<file path="src/include/clint_macros.svh">
// clint parameters: bus widths, register map and mtime tick divider
`ifndef CLINT_MACROS_SVH
`define CLINT_MACROS_SVH

// bus geometry
`define CLINT_ADDR_W 32
`define CLINT_DATA_W 64
`define CLINT_ID_W 4

// register map
`define CLINT_BASE 32'h0200_0000
`define CLINT_MSIP_OFS 32'h0000_0000
`define CLINT_MTIMECMP_OFS 32'h0000_4000
`define CLINT_MTIME_OFS 32'h0000_bff8

// clocks per mtime increment
`define CLINT_TICK_DIV 4

`endif

</file>
<file path="src/design/clint_bus_pkg.sv">
// clint bus types, response codes and strobe expansion
`include "clint_macros.svh"

package clint_bus_pkg;

  typedef logic [`CLINT_ADDR_W-1:0] bus_addr_t;
  typedef logic [`CLINT_DATA_W-1:0] bus_data_t;
  typedef logic [`CLINT_DATA_W/8-1:0] bus_strb_t;
  typedef logic [`CLINT_ID_W-1:0] bus_id_t;
  typedef logic [1:0] bus_resp_t;

  localparam bus_resp_t RESP_OKAY = 2'd0;
  localparam bus_resp_t RESP_DECERR = 2'd3;

  // one strobe bit widened to a byte lane of ones
  function automatic bus_data_t strb_to_mask(input bus_strb_t strb);
    bus_data_t mask;
    for (int i = 0; i < `CLINT_DATA_W / 8; i++) begin
      mask[8*i +: 8] = {8{strb[i]}};
    end
    return mask;
  endfunction

endpackage

</file>
<file path="src/design/clint_reg_pkg.sv">
// clint register-side types: register select and register word

package clint_reg_pkg;

  // all three registers are 64 bits wide in the memory map
  typedef logic [63:0] reg_word_t;

  typedef enum logic [1:0] {
    SEL_NONE,
    SEL_MSIP,
    SEL_MTIMECMP,
    SEL_MTIME
  } reg_sel_e;

endpackage

</file>
<file path="src/design/clint_csr_if.sv">
// clint register access bundle from bus controller to timer and csr bank
`timescale 1ns/1ns

interface clint_csr_if;
  import clint_bus_pkg::*;
  import clint_reg_pkg::*;

  reg_sel_e rd_sel;
  reg_sel_e wr_sel;
  logic wr_en;
  reg_word_t wr_data;
  bus_strb_t wr_strb;
  reg_word_t rd_data;

  modport ctrl (
    output rd_sel,
    output wr_sel,
    output wr_en,
    output wr_data,
    output wr_strb,
    input  rd_data
  );

  modport bank (
    input  rd_sel,
    input  wr_sel,
    input  wr_en,
    input  wr_data,
    input  wr_strb,
    output rd_data
  );

  // mtime itself goes to the bank on a plain port
  modport timer (
    input  wr_sel,
    input  wr_en,
    input  wr_data,
    input  wr_strb
  );

endinterface

</file>
<file path="src/design/clint_bus_ctrl.sv">
// clint bus controller: AXI read and write FSMs, address decode, responses
`timescale 1ns/1ns
`include "clint_macros.svh"

module clint_bus_ctrl (
  input  logic                     clk,
  input  logic                     rst,

  input  logic                     aw_valid_i,
  input  clint_bus_pkg::bus_addr_t aw_addr_i,
  input  clint_bus_pkg::bus_id_t   aw_id_i,
  output logic                     aw_ready_o,

  input  logic                     w_valid_i,
  input  clint_bus_pkg::bus_data_t w_data_i,
  input  clint_bus_pkg::bus_strb_t w_strb_i,
  output logic                     w_ready_o,

  input  logic                     b_ready_i,
  output logic                     b_valid_o,
  output clint_bus_pkg::bus_resp_t b_resp_o,
  output clint_bus_pkg::bus_id_t   b_id_o,

  input  logic                     ar_valid_i,
  input  clint_bus_pkg::bus_addr_t ar_addr_i,
  input  clint_bus_pkg::bus_id_t   ar_id_i,
  output logic                     ar_ready_o,

  input  logic                     r_ready_i,
  output logic                     r_valid_o,
  output clint_bus_pkg::bus_data_t r_data_o,
  output clint_bus_pkg::bus_resp_t r_resp_o,
  output clint_bus_pkg::bus_id_t   r_id_o,

  clint_csr_if.ctrl                csr
);
  import clint_bus_pkg::*;
  import clint_reg_pkg::*;

  typedef enum logic {
    R_IDLE,
    R_RESP
  } rd_state_e;

  typedef enum logic [1:0] {
    W_IDLE,
    W_DATA,
    W_RESP
  } wr_state_e;

  rd_state_e rd_state_q;
  wr_state_e wr_state_q;

  bus_addr_t wr_addr_q;
  logic wr_decerr_q;
  bus_id_t wr_id_q;

  bus_data_t r_data_q;
  bus_resp_t r_resp_q;
  bus_id_t r_id_q;

  logic ar_hs;
  logic r_hs;
  logic aw_hs;
  logic w_hs;
  logic b_hs;

  // exact match on base plus offset, 8-byte aligned only
  function automatic reg_sel_e decode(input bus_addr_t addr);
    reg_sel_e sel;
    sel = SEL_NONE;
    if (addr[2:0] == 3'b000) begin
      if (addr == bus_addr_t'(`CLINT_BASE + `CLINT_MSIP_OFS)) begin
        sel = SEL_MSIP;
      end else if (addr == bus_addr_t'(`CLINT_BASE + `CLINT_MTIMECMP_OFS)) begin
        sel = SEL_MTIMECMP;
      end else if (addr == bus_addr_t'(`CLINT_BASE + `CLINT_MTIME_OFS)) begin
        sel = SEL_MTIME;
      end
    end
    return sel;
  endfunction

  assign ar_hs = ar_valid_i && ar_ready_o;
  assign r_hs = r_valid_o && r_ready_i;
  assign aw_hs = aw_valid_i && aw_ready_o;
  assign w_hs = w_valid_i && w_ready_o;
  assign b_hs = b_valid_o && b_ready_i;

  // read side
  always_ff @(posedge clk) begin
    if (rst) begin
      rd_state_q <= R_IDLE;
    end else begin
      case (rd_state_q)
        R_IDLE: if (ar_hs) rd_state_q <= R_RESP;
        R_RESP: if (r_hs) rd_state_q <= R_IDLE;
        default: rd_state_q <= R_IDLE;
      endcase
    end
  end

  // select straight from AR so the data is captured on the handshake
  assign csr.rd_sel = decode(ar_addr_i);

  always_ff @(posedge clk) begin
    if (ar_hs) begin
      r_data_q <= csr.rd_data;
      r_resp_q <= (csr.rd_sel == SEL_NONE) ? RESP_DECERR : RESP_OKAY;
      r_id_q <= ar_id_i;
    end
  end

  assign ar_ready_o = (rd_state_q == R_IDLE);
  assign r_valid_o = (rd_state_q == R_RESP);
  assign r_data_o = r_data_q;
  assign r_resp_o = r_resp_q;
  assign r_id_o = r_id_q;

  // write side
  always_ff @(posedge clk) begin
    if (rst) begin
      wr_state_q <= W_IDLE;
    end else begin
      case (wr_state_q)
        W_IDLE: if (aw_hs) wr_state_q <= W_DATA;
        W_DATA: if (w_hs) wr_state_q <= W_RESP;
        W_RESP: if (b_hs) wr_state_q <= W_IDLE;
        default: wr_state_q <= W_IDLE;
      endcase
    end
  end

  always_ff @(posedge clk) begin
    if (aw_hs) begin
      wr_addr_q <= aw_addr_i;
      wr_decerr_q <= (decode(aw_addr_i) == SEL_NONE);
      wr_id_q <= aw_id_i;
    end
  end

  assign aw_ready_o = (wr_state_q == W_IDLE);
  assign w_ready_o = (wr_state_q == W_DATA);
  assign b_valid_o = (wr_state_q == W_RESP);
  assign b_resp_o = wr_decerr_q ? RESP_DECERR : RESP_OKAY;
  assign b_id_o = wr_id_q;

  // register update lands on the W edge
  assign csr.wr_sel = decode(wr_addr_q);
  assign csr.wr_en = w_hs && !wr_decerr_q;
  assign csr.wr_data = w_data_i;
  assign csr.wr_strb = w_strb_i;

  a_r_hold: assert property (@(posedge clk) disable iff (rst)
    r_valid_o && !r_ready_i |=> r_valid_o && $stable({r_data_o, r_resp_o, r_id_o}));

  a_b_hold: assert property (@(posedge clk) disable iff (rst)
    b_valid_o && !b_ready_i |=> b_valid_o);

  // error flag latched at AW must agree with the decode of the held address
  a_wr_mapped: assert property (@(posedge clk) disable iff (rst)
    csr.wr_en |-> csr.wr_sel != SEL_NONE);

endmodule

</file>
<file path="src/design/clint_timer.sv">
// clint timer: mtime prescaler and counter, timer interrupt compare
`timescale 1ns/1ns
`include "clint_macros.svh"

module clint_timer (
  input  logic                     clk,
  input  logic                     rst,
  clint_csr_if.timer               csr,
  input  clint_reg_pkg::reg_word_t mtimecmp_i,
  output clint_reg_pkg::reg_word_t mtime_o,
  output logic                     irq_timer_o
);
  import clint_bus_pkg::*;
  import clint_reg_pkg::*;

  localparam int unsigned DIV_W = $clog2(`CLINT_TICK_DIV);

  logic [DIV_W-1:0] tick_cnt_q;
  logic tick;
  logic mtime_wr;
  bus_data_t wr_mask;
  reg_word_t mtime_q;

  assign tick = (tick_cnt_q == DIV_W'(`CLINT_TICK_DIV - 1));

  always_ff @(posedge clk) begin
    if (rst) begin
      tick_cnt_q <= '0;
    end else if (tick) begin
      tick_cnt_q <= '0;
    end else begin
      tick_cnt_q <= tick_cnt_q + 1'b1;
    end
  end

  assign mtime_wr = csr.wr_en && (csr.wr_sel == SEL_MTIME);
  assign wr_mask = strb_to_mask(csr.wr_strb);

  // bus write wins over the tick
  always_ff @(posedge clk) begin
    if (rst) begin
      mtime_q <= '0;
    end else if (mtime_wr) begin
      mtime_q <= (mtime_q & ~wr_mask) | (csr.wr_data & wr_mask);
    end else if (tick) begin
      mtime_q <= mtime_q + 1'b1;
    end
  end

  assign mtime_o = mtime_q;
  assign irq_timer_o = (mtime_q >= mtimecmp_i);

  // without a write mtime holds or steps by one
  a_mtime_mono: assert property (@(posedge clk) disable iff (rst)
    !mtime_wr |=> (mtime_q == $past(mtime_q)) || (mtime_q == $past(mtime_q) + 1'b1));

endmodule

</file>
<file path="src/design/clint_csr_bank.sv">
// clint csr bank: msip and mtimecmp storage, readback mux, software interrupt
`timescale 1ns/1ns

module clint_csr_bank (
  input  logic                     clk,
  input  logic                     rst,
  clint_csr_if.bank                csr,
  input  clint_reg_pkg::reg_word_t mtime_i,
  output clint_reg_pkg::reg_word_t mtimecmp_o,
  output logic                     irq_soft_o
);
  import clint_bus_pkg::*;
  import clint_reg_pkg::*;

  logic msip_q;
  reg_word_t mtimecmp_q;
  bus_data_t wr_mask;
  logic msip_wr;
  logic mtimecmp_wr;

  assign wr_mask = strb_to_mask(csr.wr_strb);
  assign msip_wr = csr.wr_en && (csr.wr_sel == SEL_MSIP);
  assign mtimecmp_wr = csr.wr_en && (csr.wr_sel == SEL_MTIMECMP);

  // only bit 0 of msip is kept
  always_ff @(posedge clk) begin
    if (rst) begin
      msip_q <= 1'b0;
    end else if (msip_wr) begin
      msip_q <= (msip_q & ~wr_mask[0]) | (csr.wr_data[0] & wr_mask[0]);
    end
  end

  // all ones keeps the timer interrupt quiet out of reset
  always_ff @(posedge clk) begin
    if (rst) begin
      mtimecmp_q <= '1;
    end else if (mtimecmp_wr) begin
      mtimecmp_q <= (mtimecmp_q & ~wr_mask) | (csr.wr_data & wr_mask);
    end
  end

  always_comb begin
    case (csr.rd_sel)
      SEL_MSIP:     csr.rd_data = reg_word_t'(msip_q);
      SEL_MTIMECMP: csr.rd_data = mtimecmp_q;
      SEL_MTIME:    csr.rd_data = mtime_i;
      default:      csr.rd_data = '0;
    endcase
  end

  assign mtimecmp_o = mtimecmp_q;
  assign irq_soft_o = msip_q;

endmodule

</file>
<file path="src/design/clint_top.sv">
// clint top: AXI slave with msip, mtimecmp and mtime, soft and timer interrupts
`timescale 1ns/1ns

module clint_top (
  input  logic                     clk,
  input  logic                     rst,

  input  logic                     aw_valid_i,
  input  clint_bus_pkg::bus_addr_t aw_addr_i,
  input  clint_bus_pkg::bus_id_t   aw_id_i,
  output logic                     aw_ready_o,

  input  logic                     w_valid_i,
  input  clint_bus_pkg::bus_data_t w_data_i,
  input  clint_bus_pkg::bus_strb_t w_strb_i,
  output logic                     w_ready_o,

  input  logic                     b_ready_i,
  output logic                     b_valid_o,
  output clint_bus_pkg::bus_resp_t b_resp_o,
  output clint_bus_pkg::bus_id_t   b_id_o,

  input  logic                     ar_valid_i,
  input  clint_bus_pkg::bus_addr_t ar_addr_i,
  input  clint_bus_pkg::bus_id_t   ar_id_i,
  output logic                     ar_ready_o,

  input  logic                     r_ready_i,
  output logic                     r_valid_o,
  output clint_bus_pkg::bus_data_t r_data_o,
  output clint_bus_pkg::bus_resp_t r_resp_o,
  output clint_bus_pkg::bus_id_t   r_id_o,

  output logic                     irq_soft_o,
  output logic                     irq_timer_o
);
  import clint_reg_pkg::*;

  reg_word_t mtime;
  reg_word_t mtimecmp;

  clint_csr_if csr_if_i ();

  clint_bus_ctrl bus_ctrl_i (
    .clk        (clk),
    .rst        (rst),
    .aw_valid_i (aw_valid_i),
    .aw_addr_i  (aw_addr_i),
    .aw_id_i    (aw_id_i),
    .aw_ready_o (aw_ready_o),
    .w_valid_i  (w_valid_i),
    .w_data_i   (w_data_i),
    .w_strb_i   (w_strb_i),
    .w_ready_o  (w_ready_o),
    .b_ready_i  (b_ready_i),
    .b_valid_o  (b_valid_o),
    .b_resp_o   (b_resp_o),
    .b_id_o     (b_id_o),
    .ar_valid_i (ar_valid_i),
    .ar_addr_i  (ar_addr_i),
    .ar_id_i    (ar_id_i),
    .ar_ready_o (ar_ready_o),
    .r_ready_i  (r_ready_i),
    .r_valid_o  (r_valid_o),
    .r_data_o   (r_data_o),
    .r_resp_o   (r_resp_o),
    .r_id_o     (r_id_o),
    .csr        (csr_if_i.ctrl)
  );

  clint_timer timer_i (
    .clk         (clk),
    .rst         (rst),
    .csr         (csr_if_i.timer),
    .mtimecmp_i  (mtimecmp),
    .mtime_o     (mtime),
    .irq_timer_o (irq_timer_o)
  );

  clint_csr_bank csr_bank_i (
    .clk        (clk),
    .rst        (rst),
    .csr        (csr_if_i.bank),
    .mtime_i    (mtime),
    .mtimecmp_o (mtimecmp),
    .irq_soft_o (irq_soft_o)
  );

endmodule

</file>
<file path="config.mk">
export PLATFORM = sky130hd
export DESIGN_NAME = clint_top
export DESIGN_NICKNAME = d
export VERILOG_FILES = /design/src/design/clint_bus_pkg.sv /design/src/design/clint_reg_pkg.sv /design/src/design/clint_csr_if.sv /design/src/design/clint_bus_ctrl.sv /design/src/design/clint_timer.sv /design/src/design/clint_csr_bank.sv /design/src/design/clint_top.sv
export VERILOG_INCLUDE_DIRS = /design/src /design/src/include
export SDC_FILE = /design/constraint.sdc
export NUM_CORES = 1
export LEC_CHECK = 0
export ABC_AREA = 1
export BUFFER_PORTS_ARGS = -buffer_cell sky130_fd_sc_hd__buf_4
export CAP_MARGIN = 20
export CORE_MARGIN = 2
export CORE_UTILIZATION = 60
export CTS_CLUSTER_DIAMETER = 60
export DETAILED_ROUTE_END_ITERATION = 10
export PLACE_DENSITY = 0.82
export SLEW_MARGIN = 25
export SYNTH_ARGS = -nofsm -noshare
export SYNTH_HDL_FRONTEND = slang
export SYNTH_SLANG_ARGS = --single-unit
export TNS_END_PERCENT = 50
</file>
<file path="constraint.sdc">
create_clock -name clk -period 9.6 [get_ports clk]
set_clock_uncertainty 0.2 [all_clocks]
set_input_delay 0.48 -clock clk [delete_from_list [all_inputs] [get_ports clk]]
set_output_delay 0.48 -clock clk [all_outputs]
set_load 0.01 [all_outputs]
</file>
Yosys cells after proc, flatten, opt, wreduce, memory -nomap -nowiden. Cells that the tools add are included.

Memory bits (writable): 0. Output and inout port bits: 83. Latch bits: 0. Bits in read-only memories: 0. Bits in registers: 241. Memories: 0.

$add $sub $neg: 2. Muxes and demuxes: 25. Divide/modulo/power cells: 0. Shifts and indexed selects: 0. Reductions and logical operators: 19. Multipliers: 0. Equal/unequal tests: 21. Bitwise gates (word level): 11. $lt $le $gt $ge: 1.

Operators by type and width (number): 32-bit by 26-bit equality test with 1-bit output, second input constant (9); 64-bit AND (3); 64-bit case mux with 3 select lines (1); 64-bit 2-to-1 mux (2); 64-bit bitwise OR (2); 64-bit by 1-bit adder with 64-bit output, second input constant (1); 64-bit greater-or-equal comparator (1); 64-bit NOT (1); 2-bit 2-to-1 mux (18); 2-bit equality test, second input constant (6); 1-bit logical AND (9); 3-bit logical NOT (3); 2-bit by 1-bit equality test with 1-bit output, second input constant (3); 2-bit logical NOT (3); 2-bit inequality test, second input constant (3); 2-bit case mux with 3 select lines (1); 3-bit AND reduction (1); 2-bit by 1-bit adder with 2-bit output, second input constant (1); 1-bit AND (2); 1-bit 2-to-1 mux (2); 1-bit NOT (2); 1-bit case mux with 2 select lines (1); 2-bit nonzero test (1); 2-bit OR reduction (1); 2 further kinds (2).

Longest topological paths before layout.
Word-level depth: 8. Depth in mapped cells: 14.

Modules after synthesis. A second synthesis with hierarchy kept.

Cells, all modules: 1967. Area total of the unflattened synthesis: 14576.5 um^2.

Modules (own cells, without submodules): clint_timer (instances 1, area each 6651.4 um^2, cells each 1104, sequential area each 1321.3 um^2); clint_bus_ctrl (instances 1, area each 4539.4 um^2, cells each 354, sequential area each 3243.1 um^2); clint_csr_bank (instances 1, area each 3385.7 um^2, cells each 509, sequential area each 1301.2 um^2).

Worst setup path before layout. No wires, ideal clock.

Path type: input-to-reg. Start point: in aw_valid_i. End point: reg bus_ctrl_i.wr_id_q[0], in the netlist bus_ctrl_i.b_id_o[0], enable pin. Arrival: 3.257 ns. Required time: 8.913 ns. Buffers on the path: 0. Setup time: 0.487 ns. Stages on the path: 1. Setup slack: 5.656 ns. Path through: nor3b_1.

Cells in the longest elaborated chain, start to end: 1.

Ends and longest elaborated chain: from (decl) (line clint_top.sv:8) `input logic aw_valid_i,`; 1-bit logical AND (line clint_bus_ctrl.sv:86) `assign aw_hs = aw_valid_i && aw_ready_o;`; to (signal assigned) (line clint_bus_ctrl.sv:138) `wr_id_q <= aw_id_i;`; to (decl) (line clint_bus_ctrl.sv:56) `bus_id_t wr_id_q;`.

No other way between the ends. A chain may end at the register's enable or synchronous reset.

==> flow_metrics.tcl <==
set metrics [dict create \
    status "finished, final reports clean" \
    io_pins 234 \
    synth_compound_area_frac 0.08421 \
    yosysUniqueCellTypes 40 \
    clockRootBuffer "clkbuf_16" \
    fin_crit_sh 0.4085 \
    synth_xor_area_frac 0.01691 \
    dp.cells 2379 \
    yosys-top-cells-area "edfxtp_1, dfxtp_1, nand2_1, nand3_1, nor2_1" \
    insertedDiodeCount 0 \
    timing.critical_path.cells "nor2_1 -> nand4_1 -> nor2_2 -> nand3_4 -> buf_4 -> inv_2 -> nand3_1 -> nand2_1 -> nor2_1 -> nor2_1" \
    grt_start_max_net_pins 76 \
    hold_viol 0 \
    combinationalPowerShare 0.101 \
    grt_pass1_vias 14100 \
    max-cap-violations 0 \
    yosysTopAreaCellShare 0.2277 \
    antenna_found_initial 0 \
    tightest_slew_ns 1.019 \
    drv_slew 0 \
    dp_hpwl_um 32200 \
    synth_edf_count 106 \
    rows 55 \
    regToRegSetupSlack_ns 5.68 \
    critical_path_required_ns 9.88 \
    die_w_um 156.7 \
    synthArstFlopShare 0 \
    period_needed_ns 3.922 \
    synthCells 1904 \
    via_per_inst 5.903 \
    avgSynthCellArea_sq_um 7.344 \
    path_common_cell "nor2_1" \
    path_class "flop to flop" \
    swShare 0.2487 \
    synth_commonest_cells "nand2_1, nor2_1, nand3_1" \
    final.setup.tns_ns 0 \
    cp-end-kind "flop" \
    seq_area_sq_um 5866 \
    drt_iter0_drc 1562 \
    p_per_area_nw_per_um2 145.6 \
    fin_cells 2484 \
    cts_tree "done" \
    ys_warn_count 0 \
    p_clk_frac 0.442 \
    die_h_um 156.7 \
    synthMuxAreaShare 0 \
    critPathMaxFanout 51 \
    first_pass_iters 7 \
    place_congestion 1.005 \
    ys_seq_area_frac 0.4195 \
    ant_nets 0 \
    ctsResizeCount 0 \
    hold-worst-slack_ns 0.0003752 \
    wire_per_inst_um 18.77 \
    hold_path_class "primary input to flop" \
    total_power_mw 2.519 \
    rsz0062_at_grt "no" \
    cp_num_buf_inv 2 \
    area_delta_synth_final_pct 23.70 \
    path_clk_slew_ns 0.07 \
    synth_fa_ha_area_frac 0.05906 \
    slowest_delay_ns 0.75 \
    grt_pass1_wl_um 72890 \
    core_sq_um 22780 \
    clock_path_buffers 3 \
    slowest_stage "inv_2" \
    arrival_ns 4.21 \
    grt_usage 0.3743 \
    slew_headroom 0.3156 \
    n_fill_cell 1677 \
    synth-seq-cells 240 \
    wirelength_um 46630 \
    synthesis.nets 2121 \
    remaining_drc_errors 0 \
    synth_most_common_cell "nand2_1" \
    nNetsFinal 2365 \
    synth_top_cell_by_area "edfxtp_1" \
    vdd_drop_max_mv 0.1290 \
    port_buffers 233 \
    die_area_sq_um 24540 \
    via_count 14660 \
    syn_area_sq_um 13980 \
    dpl_cell_area_sq_um 15810 \
    fmax_mhz 255.0 \
    ys.flop_type "dfxtp_1" \
    stdcell_area_sq_um 17300 \
    numCtsBuffers 29 \
    drive_gt1_frac 0.1465 \
    synth-simple-area-share 0.3376 \
    setup_violations 0 \
    intPower_mw 1.892 \
    clkLatencyLatePin_ns 0.55 \
    cts_sinks 240 \
    path_delay_family "simple AND/OR/NAND/NOR gates" \
    start_util 0.6138 \
    power.leakage_nw 8.040 \
    grt-ovfl-total 0 \
    synth_top_family_by_area "simple AND/OR/NAND/NOR gates" \
    htree_levels 1 \
    seqPwrFrac 0.457 \
    power.switching_mw 0.6264 \
    critPathLaunchType "flop" \
    multi_input_area_sq_um 6972 \
]
==> cell type report <==
class                   instances  share of cell area
repair buffers                292              0.1341
clock inverters                18             0.01056
flip-flops and latches        240              0.3391
inverters                     206             0.04470
multi-input cells            1379              0.4031
well taps                     313             0.02264
clock buffers                  36             0.04579
==> final timing paths <==
kind | from | depth (start not counted) | endpoint
worst max-delay path | bus_ctrl_i.wr_addr_q[19] | 10 | flop
worst min-delay path | w_data_i[49] | 3 | flop
worst max register to register | bus_ctrl_i.wr_addr_q[19] | 10 | flop
worst min register to register | timer_i.tick_cnt_q[0] | 1 | timer_i.tick_cnt_q[0]
==> layout by cell type (no fill, tap or decap), types with 2 or more instances in the layout <==
cell type      netlist  routed
dfxtp_1            134     134
nor2_4               4       4
o21ai_1              5       5
nor2_2               3       4
a21oi_1             67      67
nor3_1              16      16
clkinv_1             3       6
nand2_2              1       2
inv_1              199     197
nand3b_1             2       2
o21ai_4              3       3
nand4_1             89      89
or2_2                4       4
nand3_1            231     231
o21ai_0             80      80
clkbuf_16            0      29
xor2_1              23      23
ha_1                66      66
buf_4               13     241
and3_1               4       3
clkbuf_1            46       3
inv_2                4       6
nor4_1              15      15
o22ai_1             49      49
xnor2_1              4       4
clkinv_2             0       8
bufinv_16            0       3
edfxtp_1           106     106
dlygate4sd3_1        0      51
nand2_1            456     455
nor2_1             241     240
and2_1               2       2
clkbuf_8             0       4
o21a_1               5       5
==> what timing repair did <==
action,4_1_cts,5_1_grt
hold buffers,51,0
setup buffers,0,0
endpoints found under the hold margin,51,0
==> through the flow <==
stage               worst slack, ns  utilization
finish                        5.678       0.7594
global route                  5.476       0.7594
CTS                           5.856       0.7592
detailed placement            5.793       0.6940
global placement              5.938       0.6940
floorplan                     5.656            -
==> logic make-up (layout without fill, tap and decap cells) <==
kind of cell,after synthesis,in the layout
adder cells (fa/ha/maj),66,66
XOR/XNOR,27,27
flip-flops,240,240
AO/OA/AOI/OAI,212,212
AND/OR/NAND/NOR,1074,1074
buffers and inverters,285,552
==> per-layer routing <==
metal / global-route usage / vias to the layer above / wire, um
met3: 0.06480 / 158 / 4527
met4: 0.1477 / 0 / 1809
met5: 0 / - / 0
met2: 0.6249 / 892 / 21700
li1: - / 6902 / -
met1: 0.4852 / 6712 / 18580
==> power groups by stage <==
| stage | logic (mW) | clock network, mW | registers (mW) |
|---|---|---|---|
| global route | 0.278 | 1.15 | 1.15 |
| detailed placement | 0.229 | 0 | 1.17 |
| floorplan | 0.107 | 0 | 1.17 |
| CTS | 0.248 | 1.11 | 1.15 |
| finish | 0.255 | 1.11 | 1.15 |
| global placement | 0.223 | 0 | 1.17 |
==> worst reg2reg max path: stages, from the launching register on <==
cell and delay [ns]:
edfxtp_1 0.38, nor2_1 0.17, nand4_1 0.15, nor2_2 0.62, nand3_4 0.54, buf_4 0.48
inv_2 0.76, nand3_1 0.27, nand2_1 0.13, nor2_1 0.04, nor2_1 0.10
No activity file was read; power rests on OpenSTA's default activity.
